File: src/hw/cpu_pkg.sv
`default_nettype none

package cpu_pkg;

	// instruction word field positions
	localparam int CLASS_LSB   = 30;
	localparam int OPC_LSB     = 25;
	localparam int OPC_W       = 5;
	localparam int RD_LSB      = 21;
	localparam int RA_LSB      = 17;
	localparam int RB_LSB      = 13;
	localparam int USE_IMM_BIT = 12;
	localparam int IMM_MSB     = 11;
	localparam int REG_IDX_W   = 4;
	localparam int NUM_REGS    = 16;

	localparam logic [1:0] CLASS_ALU    = 2'b00;
	localparam logic [1:0] CLASS_BRANCH = 2'b01;
	localparam logic [1:0] CLASS_MEM    = 2'b10;
	localparam logic [1:0] CLASS_CR     = 2'b11;

	localparam logic [4:0] ALU_OPC_ADD   = 5'h00;
	localparam logic [4:0] ALU_OPC_ADDC  = 5'h01;
	localparam logic [4:0] ALU_OPC_SUB   = 5'h02;
	localparam logic [4:0] ALU_OPC_SUBC  = 5'h03;
	localparam logic [4:0] ALU_OPC_LSL   = 5'h04;
	localparam logic [4:0] ALU_OPC_LSR   = 5'h05;
	localparam logic [4:0] ALU_OPC_AND   = 5'h06;
	localparam logic [4:0] ALU_OPC_XOR   = 5'h07;
	localparam logic [4:0] ALU_OPC_BIC   = 5'h08;
	localparam logic [4:0] ALU_OPC_BST   = 5'h09;
	localparam logic [4:0] ALU_OPC_OR    = 5'h0a;
	localparam logic [4:0] ALU_OPC_COPYB = 5'h0b;
	localparam logic [4:0] ALU_OPC_CMP   = 5'h0c;
	localparam logic [4:0] ALU_OPC_MOVHI = 5'h0d;
	localparam logic [4:0] ALU_OPC_ASR   = 5'h0e;
	localparam logic [4:0] ALU_OPC_MUL   = 5'h0f;

	localparam logic [4:0] MEM_OPC_LOAD  = 5'h00;
	localparam logic [4:0] MEM_OPC_STORE = 5'h04;

	localparam logic [4:0] CR_OPC_GCR = 5'h00;
	localparam logic [4:0] CR_OPC_SCR = 5'h01;

	localparam logic [2:0] CR_VBAR = 3'd0; // vector base
	localparam logic [2:0] CR_PSR  = 3'd1; // {N, O, C, Z} in bits 3:0

	// branch condition codes live in opc[3:0]
	localparam logic [3:0] BRANCH_CC_NE   = 4'b0001;
	localparam logic [3:0] BRANCH_CC_EQ   = 4'b0010;
	localparam logic [3:0] BRANCH_CC_GT   = 4'b0011;
	localparam logic [3:0] BRANCH_CC_LT   = 4'b0100;
	localparam logic [3:0] BRANCH_CC_GTS  = 4'b0101;
	localparam logic [3:0] BRANCH_CC_LTS  = 4'b0110;
	localparam logic [3:0] BRANCH_CC_B    = 4'b0111;
	localparam logic [3:0] BRANCH_CC_GTE  = 4'b1000;
	localparam logic [3:0] BRANCH_CC_GTES = 4'b1001;
	localparam logic [3:0] BRANCH_CC_LTE  = 4'b1010;
	localparam logic [3:0] BRANCH_CC_LTES = 4'b1011;

	localparam int DMEM_WORDS = 64;
	localparam int DMEM_AW    = 6; // word index comes from address bits 7:2

	typedef struct packed {
		logic                 valid;
		logic [1:0]           cls;
		logic [OPC_W-1:0]     opc;
		logic [REG_IDX_W-1:0] rd;
		logic                 write_rd;
		logic [31:0]          ra_val;
		logic [31:0]          rb_val;
		logic [31:0]          imm;
		logic                 use_imm;
		logic                 update_flags;
		logic                 update_carry;
	} exec_ctrl_t;

	typedef struct packed {
		logic                 valid;
		logic                 write_rd;
		logic [REG_IDX_W-1:0] rd;
		logic [31:0]          value;
		logic                 mem_load;
		logic                 mem_store;
		logic [31:0]          addr;
		logic [31:0]          store_data;
		logic                 branch;
		logic                 branch_taken;
	} exec_result_t;

	typedef struct packed {
		logic                 valid;
		logic                 write_rd;
		logic [REG_IDX_W-1:0] rd;
		logic [31:0]          data; // written value, branch target for branches
		logic                 is_branch;
		logic                 taken;
	} retire_t;

endpackage

`default_nettype wire

File: src/hw/instr_decode.sv
`timescale 1ns/1ps
`default_nettype none

module instr_decode (
	input  wire                 clk,
	input  wire                 rst,
	input  wire                 i_instr_valid,
	input  wire  [31:0]         i_instr,
	output logic [3:0]          o_ra_idx,
	output logic [3:0]          o_rb_idx,
	input  wire  [31:0]         i_ra_val,
	input  wire  [31:0]         i_rb_val,
	output cpu_pkg::exec_ctrl_t o_ctrl
);

	logic [1:0]          cls;
	logic [4:0]          opc;
	logic                write_rd;
	logic                is_alu;
	cpu_pkg::exec_ctrl_t ctrl_d;

	assign cls      = i_instr[cpu_pkg::CLASS_LSB +: 2];
	assign opc      = i_instr[cpu_pkg::OPC_LSB +: cpu_pkg::OPC_W];
	assign o_ra_idx = i_instr[cpu_pkg::RA_LSB +: cpu_pkg::REG_IDX_W];
	assign o_rb_idx = i_instr[cpu_pkg::RB_LSB +: cpu_pkg::REG_IDX_W];
	assign is_alu   = cls == cpu_pkg::CLASS_ALU;

	always_comb begin
		case (cls)
		cpu_pkg::CLASS_ALU: write_rd = opc != cpu_pkg::ALU_OPC_CMP; // cmp only sets flags
		cpu_pkg::CLASS_MEM: write_rd = opc == cpu_pkg::MEM_OPC_LOAD;
		cpu_pkg::CLASS_CR:  write_rd = opc == cpu_pkg::CR_OPC_GCR;
		default:            write_rd = 1'b0;
		endcase
	end

	always_comb begin
		ctrl_d.valid    = i_instr_valid;
		ctrl_d.cls      = cls;
		ctrl_d.opc      = opc;
		ctrl_d.rd       = i_instr[cpu_pkg::RD_LSB +: cpu_pkg::REG_IDX_W];
		ctrl_d.write_rd = write_rd;
		ctrl_d.ra_val   = i_ra_val;
		ctrl_d.rb_val   = i_rb_val;
		ctrl_d.imm      = {{(31 - cpu_pkg::IMM_MSB){i_instr[cpu_pkg::IMM_MSB]}},
		                   i_instr[cpu_pkg::IMM_MSB:0]};
		ctrl_d.use_imm  = i_instr[cpu_pkg::USE_IMM_BIT];

		// flag rules are resolved here so execute only looks at two bits
		ctrl_d.update_flags = is_alu && opc == cpu_pkg::ALU_OPC_CMP;
		ctrl_d.update_carry = is_alu && (opc == cpu_pkg::ALU_OPC_ADD ||
		                                 opc == cpu_pkg::ALU_OPC_ADDC ||
		                                 opc == cpu_pkg::ALU_OPC_SUB ||
		                                 opc == cpu_pkg::ALU_OPC_SUBC ||
		                                 opc == cpu_pkg::ALU_OPC_CMP);
	end

	always_ff @(posedge clk) begin
		if (rst)
			o_ctrl <= '0;
		else
			o_ctrl <= ctrl_d;
	end

endmodule

`default_nettype wire

File: config.mk
export PLATFORM = sky130hd
export DESIGN_NAME = instr_decode
export DESIGN_NICKNAME = d
export VERILOG_FILES = /design/src/hw/cpu_pkg.sv /design/src/hw/instr_decode.sv
export SDC_FILE = /design/constraint.sdc
export NUM_CORES = 1
export LEC_CHECK = 0
export ABC_CLOCK_PERIOD_IN_PS = 1260
export BUFFER_PORTS_ARGS = -buffer_cell sky130_fd_sc_hd__buf_2
export CORE_MARGIN = 2
export CORE_UTILIZATION = 25
export CTS_BUF_LIST = sky130_fd_sc_hd__clkbuf_4 sky130_fd_sc_hd__clkbuf_8
export DETAILED_ROUTE_END_ITERATION = 12
export PLACE_DENSITY = 0.55
export SLEW_MARGIN = 15
export SYNTH_ARGS = -nofsm -noshare
export SYNTH_HDL_FRONTEND = slang
export SYNTH_SLANG_ARGS = --single-unit
File: constraint.sdc
create_clock -name clk -period 1.26 [get_ports clk]
set_input_delay 0.189 -clock clk [delete_from_list [all_inputs] [get_ports clk]]
set_output_delay 0.189 -clock clk [all_outputs]
set_load 0.01 [all_outputs]
## Yosys cells after proc, flatten, opt, wreduce, memory -nomap -nowiden

Cells that the tools add are included.

| operators by class | value |
|---|---|
| eq/ne operators | 7 |
| multiplexer cells | 1 |
| reductions and logical operators | 9 |

Operators by type and width:

| kind | count |
|---|---|
| 5-bit by 2-bit equality test with 1-bit output, second input constant | 2 |
| 5-bit by 1-bit equality test with 1-bit output, second input constant | 1 |
| 5-bit by 4-bit equality test with 1-bit output, second input constant | 1 |
| 5-bit zero test | 1 |
| 5-bit by 4-bit != test with 1-bit output, second input constant | 1 |
| 2-bit equality test, second input constant | 2 |
| 1-bit logical OR | 4 |
| 1-bit logical AND | 2 |
| 2-bit zero test | 1 |
| 1-bit case mux with 2 select lines | 1 |
| 2-bit OR reduction | 1 |

| word-level totals | value |
|---|---|
| register bits | 92 |
| bits of input ports | 99 |
| output and inout port bits | 120 |
| word-level logic and storage cells | 28 |

## Depth between registers and ports, before layout

Gate-level depths: netlist of the first run.

| logic depth | value |
|---|---|
| word-level depth | 6 |
| mapped depth | 4 |
| mapped depth without buffers | 3 |

## Worst setup path after synthesis of the first run

Ideal clock, no wire load.

| path | value |
|---|---|
| path kind | input -> register |
| from | in rst |
| to | reg o_ctrl[71] in the netlist's numbering |
| setup time | 114 ps |
| arrival | 1053 ps |
| data required time | 1146 ps |
| slack | 93 ps |
| cell stages on the path | 4 |
| cell sequence | buf_4 clkbuf_1 clkbuf_1 and2b_1 |

RTL lines:

| element | line | RTL |
|---|---|---|
| from (decl) | instr_decode.sv:6 | `input wire rst,` |
| to (signal assigned) | instr_decode.sv:62 | `o_ctrl <= ctrl_d;` |
| to (decl) | instr_decode.sv:13 | `output cpu_pkg::exec_ctrl_t o_ctrl` |

No word-level cell between the ends.

## Worst setup path after layout of the first run

| path | value |
|---|---|
| from | reg o_ctrl[14] (netlist name) |
| to | out o_ctrl[33] in the netlist's numbering |

No word-level cell between the ends.

==> results of run 1 <==
==> cell families (layout without fill, tap and decap cells) <==
family	count (synthesis)	in the layout	share of synthesized area, %
AO/OA/AOI/OAI	3	3	1.19
AND/OR/NAND/NOR	96	96	22.0
buffers and inverters	39	223	9.35
flip-flops	92	92	67.5
==> path summary, 6_finish.rpt <==
path,start,endpoint,slack (ns),cells after the start
setup / recovery,o_ctrl[14],o_ctrl[33],0.15,1
hold / removal,i_ra_val[4],o_ctrl[71],0.04,2
==> cell usage in the layout, fill, tap and decap left out, types with 2 or more instances in the layout <==
cell type,synthesis,layout
buf_2,0,202
dfxtp_1,92,91
nor2b_1,85,85
clkbuf_8,0,11
buf_4,29,4
and2b_1,3,3
nor2_1,2,2
nor3_1,2,2
clkbuf_4,0,2
clkinvlp_4,0,2
==> area by class of cell <==
class	instances	area, sq um	area share, %
clock inverter	3	45.0	1.15
clock buffer	13	166	4.26
inverter	1	3.75	0.0960
tap	140	175	4.48
multi-input combinational	99	632	16.2
timing repair buffer	206	1040	26.6
sequential	92	1850	47.2
==> report_power, final <==
group,internal [mW],switching (mW),leakage (nW)
clock network,1.07,0.959,0.103
logic,0.303,0.279,1.13
registers,3.06,0.0372,0.767
total,4.43,1.27,2.00
==> repair_timing <==
item | CTS | global route
hold buffers | 0 | 0
gates resized for setup | 1 | 1
setup endpoints to repair | 21 | 21
hold endpoints to repair | 0 | 0
==> per-stage QoR <==
step           hold WS, ns  utilization (%)  instances  setup TNS [ns]
2_1_floorplan        0.266                -        230               0
3_3_place_gp         0.378             34.4        538               0
3_5_place_dp         0.378             34.4        538        -0.00815
4_1_cts             0.0137             36.4        554               0
5_1_grt             0.0254             36.4        554               0
6_report            0.0415             36.4        554               0
==> metal layers <==
metal  up-vias  global-route usage, %
met2       112                   17.1
li1       1026                      -
met3        13                   4.46
met1       914                   9.96
met5         -                      0
met4         0                   5.86
==> flow_summary.toml, run 1 <==
[outcome]
status = "completed"

[synth]
ys_seq_elements = 92
synth_area_leaders = "dfxtp_1 67%, nor2b_1 19%, buf_4 8.0%"
synth_top_area_cell = "dfxtp_1"
synth-main-ff-cell = "dfxtp_1"
synth_commonest_cells = "92 x dfxtp_1, 85 x nor2b_1, 29 x buf_4"
netlist_area_sq_mm = 0.00273
synth-edff-count = 0
asyncSetResetFlopFracSynth_pct = 0
yosys.cell_count.top_type = "dfxtp_1"
synthCells = 230
synth.distinct_cells = 15
seq_area_frac_synth_pct = 67.5
yosysWarnings = 0
syn_nets = 329
syn_avg_cell_area_sq_um = 11.9
yosysTopAreaCellShare_pct = 67.5

[timing]
tightest_slew_ns = 0.545
min_period_over_period_pct = 88.5
finalHoldViolCount = 0
rsz0062_at_grt = "no"
drv_slew = 0
fin_crit_ns = 1.11
setup_viol_count_final = 0
max-slew-margin-rel_pct = 63.7
fmax_mhz = 897
setup_ws_ns = 0.145

[clocking]
cts_inserted_buffers = 9
post-cts-setup-buffer-count = 0
clkTransAtPathRegs_ns = 0.08
cts-root-buf = "clkbuf_8"
cts_sinks = 92
cts_tree = "done"
clockBufferDepth = 2
h-tree-depth = 3

[global_routing]
first_global_vias = 1916
grt_max_degree = 59
grt_pass1_wl_um = 8910
grt.overflow.total = 0
grt_util_all_layers_pct = 9.98
antenna_found_initial = 0

[placement]
dpl_worst_slack_ns = -0.00815
dpl_cell_area_sq_mm = 0.00369
place_hpwl_um = 4870
io_buffers = 202
place_congestion = 0.689

[floorplanning]
ios = 219
dieArea_sq_mm = 0.0118
row_count = 38
core_area_sq_mm = 0.0107
dieWidth_um = 108
initial_utilization_pct = 25.4
dieHeight_um = 108

[drt]
wl_met3_um = 737
wl_met1_um = 2220
ant_nets = 0
routed.top_layer = "met4"
met2_length_um = 3060
drc = 0
first_iter_violations = 30
wirelength_um = 6180
first_pass_iters = 2
vias_per_cell = 3.73
wire_per_inst_um = 11.1
num_vias = 2065

[critical_path]
required_ns = 1.07
cp_top_family = "flip-flops"
critPathBufInv = 1
slowest_stage = "dfxtp_4"
cp.arrival_ns = 0.93
critPathKind = "reg2out"
worstPathMaxFanout = 21
end_kind = "output pin"
worst_setup_path_start_kind = "register"
crit_chain = "buf_2"
critical-path-max-stage-delay_ns = 0.43

[layout]
top_register = "o_ctrl"
syn_to_final_growth_pct = 43.2
nNetsFinal = 508
fillers = 1118
design_area_sq_mm = 0.00391
largest_reg_flops = 92
largest_registers = "o_ctrl (92)"
drive_gt1_share_pct = 54.6
antenna_cells = 0

[power]
power.density_mw_per_mm2 = 1460
power_mw = 5.71
peakVddDrop_v = 0.000590
p_leak_nw = 2.00

[job]
max_cap_viol_count = 0

[worst_hold_path]
worstHoldPathType = "in2reg"
Power figures use the tool's default switching activity.
==> run 2, diff against run 1 <==
--- a/config.mk
+++ b/config.mk
@@ -12,6 +12,7 @@
 export CTS_BUF_LIST = sky130_fd_sc_hd__clkbuf_4 sky130_fd_sc_hd__clkbuf_8
 export DETAILED_ROUTE_END_ITERATION = 12
 export PLACE_DENSITY = 0.55
+export REMOVE_ABC_BUFFERS = 1
 export SLEW_MARGIN = 15
 export SYNTH_ARGS = -nofsm -noshare
 export SYNTH_HDL_FRONTEND = slang
==> run 2 against run 1 <==
Compared with the run above: routed wire length increased by 4.3%; design area decreased by 0.26%; maximum frequency decreased by 1.7%; via count increased by 1.3%; non-clock buffer count increased by 1; critical path depth unchanged; core utilization decreased by 0.093 points; cell count unchanged; first-iteration DRC count increased to 3.4 times the previous value; clock power decreased by 7%; critical path type unchanged.
==> flow_summary.toml, run 2 (synthesis gave the netlist of run 1 again) <==
[drt]
first_pass_iters = 4
num_vias = 2092
drc = 0
first_iter_violations = 101
ant_nets = 0
vias_per_cell = 3.78
wire_per_inst_um = 11.6
wirelength_um = 6440

[clocking]
cts_sinks = 92
cts_tree = "done"
cts-root-buf = "clkbuf_8"
clockBufferDepth = 2
cts_inserted_buffers = 9
h-tree-depth = 3
clkTransAtPathRegs_ns = 0.09
holdBufCountCts = 0

[placement]
dpl_cell_area_sq_mm = 0.00371
dpl_worst_slack_ns = -0.0142
io_buffers = 202
place_hpwl_um = 4890
place_congestion = 0.718

[global_routing]
grt_util_all_layers_pct = 10.4
first_global_vias = 1957
antenna_found_initial = 1
grt_max_degree = 74
grt.overflow.total = 0
grt_pass1_wl_um = 9220

[timing]
tightest_slew_ns = 0.303
min_period_over_period_pct = 90.0
tns_ns = 0
setup_ws_ns = 0.126
setup_viol_count_final = 0
fmax_mhz = 882
fin_crit_ns = 1.13
drv_slew = 0
finalHoldViolCount = 0
rsz0062_at_grt = "no"
max-slew-margin-rel_pct = 79.8

[critical_path]
critPathKind = "reg2out"
worst_setup_path_start_kind = "register"
cp_top_family = "flip-flops"
cp.arrival_ns = 0.95
end_kind = "output pin"
critical-path-max-stage-delay_ns = 0.44
required_ns = 1.07
slowest_stage = "dfxtp_4"
critPathBufInv = 1
crit_chain = "buf_2"
worstPathMaxFanout = 21

[floorplanning]
dieWidth_um = 108
dieArea_sq_mm = 0.0118
ios = 219
initial_utilization_pct = 25.4
core_area_sq_mm = 0.0107
row_count = 38
dieHeight_um = 108

[power]
power_mw = 5.58
power.density_mw_per_mm2 = 1430
peakVddDrop_v = 0.000450
p_leak_nw = 2.00

[layout]
nNetsFinal = 509
final_common_cell = "buf_2"
largest_reg_flops = 92
layout_common_cells = "202 x buf_2, 91 x dfxtp_1, 85 x nor2b_1, 9 x clkbuf_8, 4 x buf_4"
drive_gt1_share_pct = 54.5
largest_registers = "o_ctrl (92)"
top_register = "o_ctrl"
multiInputGateArea_sq_um = 632
fillers = 1143
ff_latch_area_sq_mm = 0.00185
design_area_sq_mm = 0.00390
syn_to_final_growth_pct = 42.9

[worst_hold_path]
worstHoldPathType = "in2reg"
holdCritStartpoint = "i_instr[21]"
holdPathEnd = "o_ctrl[100]"
hold_depth = 2

[outcome]
status = "completed"

[job]
max_cap_viol_count = 0
## run 2: how the worst max path moves through the flow
stage / from / to / slack (ns) / cells after the start
after floorplan: o_ctrl[14] / o_ctrl[14] / -0.55 / 0
after global placement: i_instr[29] / o_ctrl[99] / -0.01 / 4
after detailed placement: i_instr[29] / o_ctrl[99] / -0.01 / 4
after CTS: o_ctrl[14] / o_ctrl[25] / 0.01 / 1
after global routing: o_ctrl[14] / o_ctrl[21] / 0.06 / 1
final: o_ctrl[14] / o_ctrl[19] / 0.13 / 1
## run 2: power by group
part / switching [mW] / leakage (nW) / internal, mW / total [mW]
Combinational: 0.282 / 1.14 / 0.309 / 0.591
Clock: 0.957 / 0.0959 / 0.935 / 1.89
Sequential: 0.0388 / 0.767 / 3.06 / 3.10
## run 2: layout make-up
class,count,area share [%]
Tap cell,140,4.49
Antenna cell,1,0.0642
Timing Repair Buffer,207,27.2
Clock inverter,3,1.03
Clock buffer,11,3.56
Sequential cell,92,47.3
Inverter,1,0.0963
Multi-Input combinational cell,99,16.2
## run 2: timing repair
action,in CTS,in global routing
setup endpoints to repair,21,21
resized for setup,1,1
buffers inserted,0,0
pin swaps,0,0
## run 2: metrics by stage
step	util, %	hold WS (ns)	std cells
final	36.3	0.0394	554
after floorplan	-	0.256	192
after global routing	36.3	0.0294	553
after global placement	34.6	0.378	539
after CTS	36.2	0.0126	553
after detailed placement	34.6	0.378	539
## run 2: metal layers
metal | part of all wire [%] | up-vias | track usage (%)
met3 | 14 | 9 | 5.73
met1 | 39 | 923 | 10.6
met2 | 45 | 134 | 17.1
li1 | - | 1026 | -
met5 | 0 | - | 0
met4 | 1.7 | 0 | 5.22
==> run 3, diff against run 2 <==
--- a/config.mk
+++ b/config.mk
@@ -11,6 +11,7 @@
 export CORE_UTILIZATION = 25
 export CTS_BUF_LIST = sky130_fd_sc_hd__clkbuf_4 sky130_fd_sc_hd__clkbuf_8
 export DETAILED_ROUTE_END_ITERATION = 12
+export MAX_ROUTING_LAYER = met4
 export PLACE_DENSITY = 0.55
 export REMOVE_ABC_BUFFERS = 1
 export SLEW_MARGIN = 15
==> run 3 against run 2 <==
Compared with the run above: sequential power about the same; critical endpoint is now o_ctrl[32]; clock-buffer cell count is the same; cell count unchanged; first-iteration DRC count up 3.0%; core utilization did not move; maximum frequency is 0.18% higher; combinational power is essentially flat; design area unchanged; worst hold slack better by 0.0023 ns; routed wire length barely moved.
==> flow_summary.toml, run 3 (synthesis gave the netlist of run 1 again) <==
[floorplanning]
row_count = 38
dieHeight_um = 108
core_area_sq_mm = 0.0107
initial_utilization_pct = 25.4
dieArea_sq_mm = 0.0118
ios = 219
dieWidth_um = 108

[drt]
num_vias = 2086
first_iter_violations = 104
first_pass_iters = 4
ant_nets = 0
wire_per_inst_um = 11.6
drc = 0
wirelength_um = 6440
vias_per_cell = 3.77

[timing]
drv_slew = 0
fin_crit_ns = 1.13
fmax_mhz = 883
min_period_over_period_pct = 89.8
tightest_slew_ns = 0.305
rsz0062_at_grt = "no"
max-slew-margin-rel_pct = 79.7
setup_viol_count_final = 0
holdWs_ns = 0.0417
finalHoldViolCount = 0
tns_ns = 0

[power]
power_frac_clock_pct = 33.9
p_leak_nw = 2.00
swShare_pct = 22.9
power.internal_mw = 4.30
peakVddDrop_v = 0.000450
pwr-share-seq_pct = 55.5
power.density_mw_per_mm2 = 1430
power_mw = 5.58
power_switching_mw = 1.28
combPwrFrac_pct = 10.6

[layout]
top_register = "o_ctrl"
layout_common_cells = "202 x buf_2, 91 x dfxtp_1, 85 x nor2b_1, 9 x clkbuf_8, 4 x buf_4"
nNetsFinal = 509
final_common_cell = "buf_2"
drive_gt1_share_pct = 54.5
syn_to_final_growth_pct = 42.9
largest_registers = "o_ctrl (92)"
largest_reg_flops = 92

[placement]
place_hpwl_um = 4890
place_congestion = 0.727
io_buffers = 202

[clocking]
clockBufferDepth = 2
cts_inserted_buffers = 9
cts_sinks = 92
cts_resized = 1
post-cts-setup-buffer-count = 0
clkTransAtPathRegs_ns = 0.09
cts_tree = "done"
holdBufCountCts = 0
h-tree-depth = 3
cts-root-buf = "clkbuf_8"

[critical_path]
crit_chain = "buf_2"
cp.depth = 1
slowest_stage = "dfxtp_4"
end_kind = "output pin"
worst_setup_path_start_kind = "register"
required_ns = 1.07
critical-path-max-stage-delay_ns = 0.44
critPathBufInv = 1
critPathKind = "reg2out"
cp.arrival_ns = 0.94
worstPathMaxFanout = 21
cp_top_family = "flip-flops"

[global_routing]
first_global_vias = 1954
antenna_found_initial = 1
grt_pass1_wl_um = 9210
grt_util_all_layers_pct = 10.7
grt_max_degree = 74
grt.overflow.total = 0

[worst_hold_path]
worstHoldPathType = "in2reg"
hold_depth = 2

[job]
max_cap_viol_count = 0

[outcome]
status = "completed"
## run 3: area by class of cell
class                      count  area [sq um]
antenna                        1          2.50
clock buffer                  11           139
clock inverter                 3          40.0
fill                        1143          6850
inverter                       1          3.75
multi-input combinational     99           632
sequential                    92          1850
tap                          140           175
timing repair buffer         207          1060
## run 3: worst paths after layout
path / end / startpoint / slack, ns
hold / removal: o_ctrl[100] / i_instr[21] / 0.04
setup / recovery: o_ctrl[32] / o_ctrl[14] / 0.13
## run 3: metal layers
| metal | GRT usage [%] | wire [um] | vias to the layer above |
|---|---|---|---|
| li1 | - | - | 1026 |
| met1 | 11.0 | 2540 | 917 |
| met2 | 17.1 | 2930 | 134 |
| met3 | 5.18 | 881 | 9 |
| met4 | 5.22 | 88 | 0 |
| met5 | - | 0 | - |
## run 3: metrics by stage
stage	cell area, sq um	util (%)	instances	worst slack [ns]
detailed placement	3710	34.6	539	-0.0142
global route	3900	36.3	554	0.0572
floorplan	2480	-	192	-0.547
global placement	3710	34.6	539	-0.0124
CTS	3890	36.2	553	0.00990
finish	3900	36.3	554	0.128
## run 3: power groups by stage
stage | logic [mW] | registers (mW) | clock network [mW]
6_report | 0.592 | 3.10 | 1.89
5_1_grt | 0.653 | 3.11 | 2.09
4_1_cts | 0.604 | 3.10 | 1.99
3_5_place_dp | 0.602 | 3.17 | 0
3_3_place_gp | 0.600 | 3.16 | 0
2_1_floorplan | 0.107 | 3.27 | 0
